<file path="src/ppu_pkg.sv">
`default_nettype none

package ppu_pkg;

    // Palette and tile geometry
    localparam int PALETTE_ENTRIES = 8;
    localparam int TILE_ROWS       = 16;   // Lines per tile
    localparam int TILES_PER_WORD  = 4;    // Tile map entries per 32-bit word

    // Memory address widths
    localparam int MAP_ADDR_W = 9;
    localparam int GFX_ADDR_W = 11;
    localparam int PAL_ADDR_W = 3;

    typedef logic [23:0] rgb_t;

    // One byte of a tile map word, tile 0 in the lowest byte
    typedef struct packed {
        logic       palette_sel;
        logic [6:0] tile_id;
    } tile_entry_t;

    // One line of a tile, pixel 0 in the lowest two bits
    typedef logic [15:0][1:0] gfx_word_t;

    // Line buffer entry
    typedef struct packed {
        logic      palette_sel;
        gfx_word_t gfx;
    } line_tile_t;

    typedef struct packed {
        logic [10:0] hcount;
        logic [9:0]  vcount;
        logic        vblank;
        logic        hsync;
    } vga_timing_t;

    typedef enum logic [1:0] {
        FETCH_IDLE,
        FETCH_ACTIVE,
        FETCH_DONE
    } fetch_state_t;

endpackage

`default_nettype wire

</file>
<file path="src/palette_cache.sv">
`timescale 1ns/1ps
`default_nettype none

module palette_cache import ppu_pkg::*; (
    input  wire logic                  clk,
    input  wire logic                  reset,
    input  wire logic                  vblank,
    output logic      [PAL_ADDR_W-1:0] palette_addr,
    input  wire rgb_t                  palette_data,
    input  wire logic [2:0]            pal_index,
    output rgb_t                       pixel_color
);

    localparam int PTR_W = $clog2(PALETTE_ENTRIES + 2);

    logic [PTR_W-1:0]      load_ptr;    // Cycle count since vblank rose
    logic [PAL_ADDR_W-1:0] load_slot;   // Entry whose data is on palette_data
    logic                  capture;
    rgb_t                  palette [PALETTE_ENTRIES];

    // Address leads the returned data by one cycle
    assign palette_addr = (load_ptr < PTR_W'(PALETTE_ENTRIES)) ? PAL_ADDR_W'(load_ptr) : '0;
    assign load_slot    = PAL_ADDR_W'(load_ptr - PTR_W'(1));
    assign capture      = vblank && (load_ptr != '0)
                          && (load_ptr <= PTR_W'(PALETTE_ENTRIES));

    always_ff @(posedge clk) begin
        if (reset) begin
            load_ptr <= '0;
        end else if (!vblank) begin
            load_ptr <= '0;                                 // Rearm for next frame
        end else if (load_ptr <= PTR_W'(PALETTE_ENTRIES)) begin
            load_ptr <= load_ptr + PTR_W'(1);
        end
    end

    always_ff @(posedge clk) begin
        if (reset) begin
            for (int i = 0; i < PALETTE_ENTRIES; i++) begin
                palette[i] <= '0;
            end
        end else if (capture) begin
            palette[load_slot] <= palette_data;
        end
    end

    // Color lookup, one cycle behind pal_index
    always_ff @(posedge clk) begin
        if (reset) begin
            pixel_color <= '0;
        end else begin
            pixel_color <= palette[pal_index];
        end
    end

endmodule

`default_nettype wire

</file>
<file path="src/line_fetcher.sv">
`timescale 1ns/1ps
`default_nettype none

module line_fetcher import ppu_pkg::*; #(
    parameter int TILES_PER_LINE = 40
) (
    input  wire logic                   clk,
    input  wire logic                   reset,
    input  wire vga_timing_t            timing,
    output logic       [MAP_ADDR_W-1:0] map_addr,
    input  wire logic  [31:0]           map_data,
    output logic       [GFX_ADDR_W-1:0] gfx_addr,
    input  wire gfx_word_t              gfx_data,
    output logic                        wr_en,
    output logic       [5:0]            wr_index,
    output line_tile_t                  wr_tile
);

    localparam int MAP_STRIDE = TILES_PER_LINE / TILES_PER_WORD;
    localparam int STEP_W     = $clog2(TILES_PER_LINE + 2);

    fetch_state_t                     state;
    logic [STEP_W-1:0]                step;        // Cycle count since hsync rose
    logic                             fetching;
    logic                             map_valid;
    logic                             gfx_valid;
    logic [4:0]                       tile_row;
    logic [3:0]                       fine_row;
    logic [1:0]                       gfx_slot;    // Entry of the word for this gfx read
    tile_entry_t [TILES_PER_WORD-1:0] map_hold;
    tile_entry_t [TILES_PER_WORD-1:0] cur_word;
    tile_entry_t                      cur_entry;
    logic                             sel_q;

    assign tile_row = timing.vcount[9:5];
    assign fine_row = timing.vcount[4:1];              // Vertical doubling

    assign fetching  = timing.hsync && (state != FETCH_DONE);
    assign map_valid = fetching && (step[1:0] == 2'd0) && (step < STEP_W'(TILES_PER_LINE));
    assign gfx_valid = fetching && (step != '0) && (step <= STEP_W'(TILES_PER_LINE));

    // Tile map word w goes out in cycle 4w
    assign map_addr = map_valid ?
        MAP_ADDR_W'(tile_row * MAP_STRIDE + int'(step >> 2)) : '0;

    // Entry 0 of a word is used in the cycle it returns, later ones from the hold register
    assign gfx_slot  = step[1:0] - 2'd1;
    assign cur_word  = (step[1:0] == 2'd1) ? map_data : map_hold;
    assign cur_entry = cur_word[gfx_slot];

    assign gfx_addr = gfx_valid ?
        GFX_ADDR_W'(cur_entry.tile_id * TILE_ROWS + fine_row) : '0;

    always_ff @(posedge clk) begin
        if (reset) begin
            state <= FETCH_IDLE;
            step  <= '0;
        end else if (!timing.hsync) begin
            state <= FETCH_IDLE;
            step  <= '0;
        end else begin
            case (state)
                FETCH_IDLE: begin
                    state <= FETCH_ACTIVE;
                    step  <= step + STEP_W'(1);
                end
                FETCH_ACTIVE: begin
                    if (step == STEP_W'(TILES_PER_LINE + 1)) begin
                        state <= FETCH_DONE;                    // Last write this cycle
                    end else begin
                        step <= step + STEP_W'(1);
                    end
                end
                default: begin
                    state <= FETCH_DONE;
                end
            endcase
        end
    end

    // Hold the tile map word for entries 1 to 3
    always_ff @(posedge clk) begin
        if (fetching && (step[1:0] == 2'd1)) begin
            map_hold <= map_data;
        end
    end

    // Tile index and palette select follow the graphics read by one cycle
    always_ff @(posedge clk) begin
        wr_index <= 6'(step - STEP_W'(1));
        sel_q    <= cur_entry.palette_sel;
    end

    always_ff @(posedge clk) begin
        if (reset) begin
            wr_en <= 1'b0;
        end else begin
            wr_en <= gfx_valid;
        end
    end

    assign wr_tile.palette_sel = sel_q;
    assign wr_tile.gfx         = gfx_data;   // Graphics word lands this cycle

endmodule

`default_nettype wire

</file>
<file path="src/line_buffer.sv">
`timescale 1ns/1ps
`default_nettype none

module line_buffer import ppu_pkg::*; #(
    parameter int TILES_PER_LINE = 40
) (
    input  wire logic       clk,
    input  wire logic       wr_en,
    input  wire logic [5:0] wr_index,
    input  wire line_tile_t wr_tile,
    input  wire logic [5:0] rd_index,
    output line_tile_t      rd_tile
);

    line_tile_t entries [TILES_PER_LINE];

    // Filled during hsync by the fetcher
    always_ff @(posedge clk) begin
        if (wr_en && (wr_index < 6'(TILES_PER_LINE))) begin
            entries[wr_index] <= wr_tile;
        end
    end

    // Read is combinational so a load sees the tile in the cycle it is selected
    assign rd_tile = entries[rd_index];

endmodule

`default_nettype wire

</file>
<file path="src/background_shifter.sv">
`timescale 1ns/1ps
`default_nettype none

module background_shifter import ppu_pkg::*; #(
    parameter int TILES_PER_LINE = 40
) (
    input  wire logic        clk,
    input  wire logic        reset,
    input  wire vga_timing_t timing,
    output logic [5:0]       rd_index,
    input  wire line_tile_t  rd_tile,
    output logic [2:0]       pal_index
);

    logic [5:0] cur_tile;
    logic [5:0] next_tile;
    logic       load;
    logic       shift;
    gfx_word_t  pixels;      // Pixel 0 of what remains sits in the low bits
    logic       sel_q;

    assign cur_tile  = timing.hcount[10:5];
    assign next_tile = (cur_tile >= 6'(TILES_PER_LINE - 1)) ? 6'd0 : cur_tile + 6'd1;

    // Tile 0 is preloaded throughout hsync
    assign rd_index = timing.hsync ? 6'd0 : next_tile;
    assign load     = timing.hsync || (timing.hcount[4:0] == 5'd31);
    assign shift    = timing.hcount[0];                // Every other cycle, doubles pixels

    always_ff @(posedge clk) begin
        if (reset) begin
            pixels <= '0;
            sel_q  <= 1'b0;
        end else if (load) begin
            pixels <= rd_tile.gfx;
            sel_q  <= rd_tile.palette_sel;
        end else if (shift) begin
            pixels <= pixels >> 2;
        end
    end

    // Palette select picks the upper or lower four colors
    assign pal_index = {sel_q, pixels[0]};

endmodule

`default_nettype wire

</file>
<file path="src/ppu_top.sv">
`timescale 1ns/1ps
`default_nettype none

module ppu_top import ppu_pkg::*; #(
    parameter int TILES_PER_LINE = 40
) (
    input  wire logic                  clk,
    input  wire logic                  reset,
    input  wire vga_timing_t           timing,
    output logic      [PAL_ADDR_W-1:0] palette_addr,
    input  wire rgb_t                  palette_data,
    output logic      [MAP_ADDR_W-1:0] map_addr,
    input  wire logic [31:0]           map_data,
    output logic      [GFX_ADDR_W-1:0] gfx_addr,
    input  wire gfx_word_t             gfx_data,
    output rgb_t                       pixel_color
);

    logic       wr_en;
    logic [5:0] wr_index;
    line_tile_t wr_tile;
    logic [5:0] rd_index;
    line_tile_t rd_tile;
    logic [2:0] pal_index;

    palette_cache palette_cache_i (
        .clk          (clk),
        .reset        (reset),
        .vblank       (timing.vblank),
        .palette_addr (palette_addr),
        .palette_data (palette_data),
        .pal_index    (pal_index),
        .pixel_color  (pixel_color)
    );

    line_fetcher #(.TILES_PER_LINE(TILES_PER_LINE)) line_fetcher_i (
        .clk      (clk),
        .reset    (reset),
        .timing   (timing),
        .map_addr (map_addr),
        .map_data (map_data),
        .gfx_addr (gfx_addr),
        .gfx_data (gfx_data),
        .wr_en    (wr_en),
        .wr_index (wr_index),
        .wr_tile  (wr_tile)
    );

    line_buffer #(.TILES_PER_LINE(TILES_PER_LINE)) line_buffer_i (
        .clk      (clk),
        .wr_en    (wr_en),
        .wr_index (wr_index),
        .wr_tile  (wr_tile),
        .rd_index (rd_index),
        .rd_tile  (rd_tile)
    );

    background_shifter #(.TILES_PER_LINE(TILES_PER_LINE)) background_shifter_i (
        .clk       (clk),
        .reset     (reset),
        .timing    (timing),
        .rd_index  (rd_index),
        .rd_tile   (rd_tile),
        .pal_index (pal_index)
    );

endmodule

`default_nettype wire

</file>
<file path="config.mk">
export PLATFORM = sky130hd
export DESIGN_NAME = ppu_top
export DESIGN_NICKNAME = d
export VERILOG_FILES = /design/src/ppu_pkg.sv /design/src/palette_cache.sv /design/src/line_fetcher.sv /design/src/line_buffer.sv /design/src/background_shifter.sv /design/src/ppu_top.sv
export SDC_FILE = /design/constraint.sdc
export NUM_CORES = 2
export LEC_CHECK = 0
export BUFFER_PORTS_ARGS = -buffer_cell sky130_fd_sc_hd__buf_2
export CAP_MARGIN = 20
export CORE_MARGIN = 2
export CORE_UTILIZATION = 33
export CTS_CLUSTER_DIAMETER = 150
export DETAILED_ROUTE_END_ITERATION = 8
export PLACE_DENSITY = 0.59
export SLEW_MARGIN = 20
export SYNTH_ARGS = -nofsm -noshare
export SYNTH_HDL_FRONTEND = slang
export SYNTH_SLANG_ARGS = --single-unit
</file>
<file path="constraint.sdc">
create_clock -name clk -period 4.68 [get_ports clk]
set_input_delay 0.234 -clock clk [delete_from_list [all_inputs] [get_ports clk]]
set_output_delay 0.234 -clock clk [all_outputs]
set_load 0.01 [all_outputs]
</file>
==> results.md <==
* Antenna-violating nets left at 0
* Total grt overflow at 0
* Final Hold Fails at 0
* Slowest cell on the critical path: or2_2
* Worst R2R Setup Slack at 1.53 ns
* Max Cap Violations at 0
* Total Nets Final at 4634
* PwrDens at 418.1 nW/um^2
* Hold path start: gfx_data[4]
* Antenna violations before repair at 11
* Port buffer count at 158
* Mux contribution to synthesized area at 6.776%
* Number of flops mapped to enable cells by yosys at 1544
* Share of layout cells above drive strength 1 at 16.89%
* Rows at 162
* Tmin final at 3.154 ns
* Die H at 447.7 um
* Via density at 5.358
* Reg-to-reg endpoint: palette_cache_i.palette[7][23]$_SDFFCE_PN0P_
* Root Driver: clkbuf_16
* Syn_area_per_cell at 15.33 sq um
* Xor and xnor area share after synthesis at 0.3236%
* Critical Path Fanout Max at 25
* Worst Hold Path EP: line_buffer_i.entries[32][4]$_DFFE_PP_
* Setup Skew at 0.06436 ns
* Die area at 200400 sq um
* Peak supply drop at 0.3289 mV
* H-tree Lvls at 4
* Initial Util at 33.28%
* First-pass GRT wire length at 266600 um
* CP Class: flop to flop
* Area growth, synth to finish at 17.09%
* Adder-Cell Fraction of Synth Area at 0.3505%
* Net count after synthesis at 4367
* Post-Synth Simple-Gate Area at 7.973%
* FF+latch count, synth at 1621
* CP Cell Sequence: inv_1 > ha_1 > nand2b_1 > xor2_1 > nand4_1 > nor3_2 > buf_4 > or2_2
* Reg2reg start: palette_cache_i.load_ptr[0]$_SDFFE_PP0N_
* # clock sinks at 1621
* Family with the most delay on the worst path: simple AND/OR/NAND/NOR gates
* Post-CTS setup buffers at 0
* I/O pins at 160
* GP Congestion at 0.8121
* Hold slack at 0.04247 ns
* Worst-path clk slew at 0.06 ns
* RSZ-0062 raised after global routing: no
* Setup-failing EPs final at 0
* Iter 0 DRT Violations at 4063
* Worst-Margin Slew at 1.154 ns
* Synth Area in Compound Gates at 8.447%
* Synth warnings at 0
* Syn Inst Count at 4237
* Post-route DRC at 0
* Syn Std Cell Area at 64960 sq um
* Max Root-Sink Buffers at 3
* Synth cell types at 68
* Largest stage delay, worst path at 0.72 ns
* WL final at 184300 um
* Async set-reset flop share out of synthesis at 0%
* Static leakage at 0.02517 uW
* Highest Clock Rate at 0.3171 GHz
* Die Wd at 447.7 um
* First-pass DRT Iterations at 7
* Sequential fraction of the synthesis area at 73.74%
* GR Util All Layers at 18.07%
* Setup TNS at 0 ns
* Number of global-route vias before repair at 38440
* Routed WL per cell at 25.35 um
* Worst-skew pair later-pin latency at 0.83 ns
* Worst setup EP type: flop
* Placeable core region at 195200 sq um
* Main combinational cell family by area after synthesis: compound AO/OA/AOI/OAI gates
* Total CTS buffers at 169
* CP required at 5.12 ns
* Outcome: complete, no violations
* WP buf/inv at 2
* Pin count of the biggest net entering global routing at 113
* Final cycle utilization of the critical path at 67.39%
* Fin. max-slew vios at 0
* Worst reg2reg path depth at 8
* CTS tree: built
* Post-synth top flop: edfxtp_1
* Vias at 38972
* Post-DP HPWL at 101200 um
* Max-slew headroom at 22.87%
* Worst Setup SP: palette_cache_i.load_ptr[0]$_SDFFE_PP0N_
* Critical Path AT at 3.60 ns
* Hold/Removal Path Class: input port to flop
* Hold depth at 1
* CP startpoint kind: flop
==> Yosys cell counts (all sizes together) (26+ instances only) <==
library cell | count | area share (%)
edfxtp | 1544 | 71
nand2 | 370 | 2.1
a21oi | 207 | 1.6
and2 | 203 | 2.0
mux2i | 181 | 2.8
o221ai | 179 | 2.4
clkbuf | 174 | 1.0
nand3 | 159 | 1.2
nor2 | 154 | 0.90
inv | 112 | 0.65
buf | 103 | 0.72
mux2 | 90 | 1.6
dfxtp | 77 | 2.4
mux4 | 70 | 2.4
a31oi | 65 | 0.63
o22ai | 64 | 0.62
or3 | 62 | 0.60
a211oi | 58 | 0.70
o21ai | 37 | 0.29
nand4 | 33 | 0.32
a41oi | 28 | 0.38
nor3 | 26 | 0.20
==> flip-flops by register name, indices dropped and copies added, names as in the netlist <==
name	count
background_shifter_i.pal_index	2
background_shifter_i.pixels	30
background_shifter_i.sel_q	1
line_buffer_i.entries	1320
line_fetcher_i.map_hold	32
line_fetcher_i.sel_q	1
line_fetcher_i.state	2
line_fetcher_i.step	6
line_fetcher_i.wr_en	1
line_fetcher_i.wr_index	6
palette_cache_i.load_ptr	4
palette_cache_i.palette	192
palette_cache_i.pixel_color	24
==> cells by family (layout without fill, tap and decap cells) <==
group,Yosys count,in the layout
AND/OR/NAND/NOR,1068,1068
XOR/XNOR,24,24
flip-flops,1621,1621
buffers and inverters,391,797
multiplexers,341,341
AO/OA/AOI/OAI,775,775
other,0,6
adder cells (fa/ha/maj),17,17
==> power breakdown <==
part	leakage, uW	total, uW	switching [uW]	internal [uW]
combinational	0.00769	2130	1380	749
clock	0.00270	13500	5790	7760
sequential	0.0148	16100	100	16000
==> cell type report <==
cell class	count	area, sq um
Antenna cell	6	15.01
Clock buffer	236	4632
Clock inverter	74	965.9
Fill cell	17952	119100
Inverter	114	427.9
Multi-Input combinational cell	2225	15980
Sequential cell	1621	47910
Tap cell	2624	3283
Timing Repair Buffer	373	2853
==> metrics by stage <==
step / utilization [%] / setup WS, ns / area [sq um] / power (uW) / std cells
after floorplan: - / 1.241 / 64960 / 17610 / 4237
after global placement: 35.68 / 0.9649 / 69640 / 18480 / 6876
after detailed placement: 35.68 / 0.9459 / 69640 / 18510 / 6876
after CTS: 38.96 / 1.177 / 76040 / 32000 / 7266
after global routing: 38.96 / 1.265 / 76050 / 32740 / 7268
final: 38.97 / 1.526 / 76060 / 31800 / 7273
==> placed cells by master, fill, tap and decap left out, drive strengths merged, types with 26 or more instances in the layout <==
cell type,instances
a211oi,58
a21oi,207
a31oi,65
a41oi,28
and2,203
buf,292
clkbuf,237
clkinv,54
dfxtp,77
dlygate4sd3,80
edfxtp,1544
inv,118
mux2,90
mux2i,181
mux4,70
nand2,370
nand3,159
nand4,33
nor2,154
nor3,26
o21ai,37
o221ai,179
o22ai,64
or3,62
==> worst max-delay path by stage <==
stage                                                               to  depth (start not counted)
after floorplan            palette_cache_i.palette[1][0]$_SDFFCE_PN0P_                          6
after global placement     background_shifter_i.pixels[6]$_SDFFE_PP0P_                         10
after detailed placement   background_shifter_i.pixels[6]$_SDFFE_PP0P_                         10
after CTS                                                  gfx_addr[7]                          8
after global routing       palette_cache_i.palette[3][6]$_SDFFCE_PN0P_                          8
final                     palette_cache_i.palette[7][23]$_SDFFCE_PN0P_                          8
==> layer usage <==
| layer | share of wire (%) | GRT usage, % |
|---|---|---|
| met1 | 41 | 23.83 |
| met3 | 6.3 | 2.801 |
| met5 | 0.0038 | 0 |
| met2 | 49 | 30.57 |
| met4 | 2.9 | 5.566 |
==> what timing repair did <==
action	4_1_cts	5_1_grt
resized for setup	0	0
hold buffers	80	0
endpoints found under the hold margin	1097	0
Power figures use the tool's default switching activity.
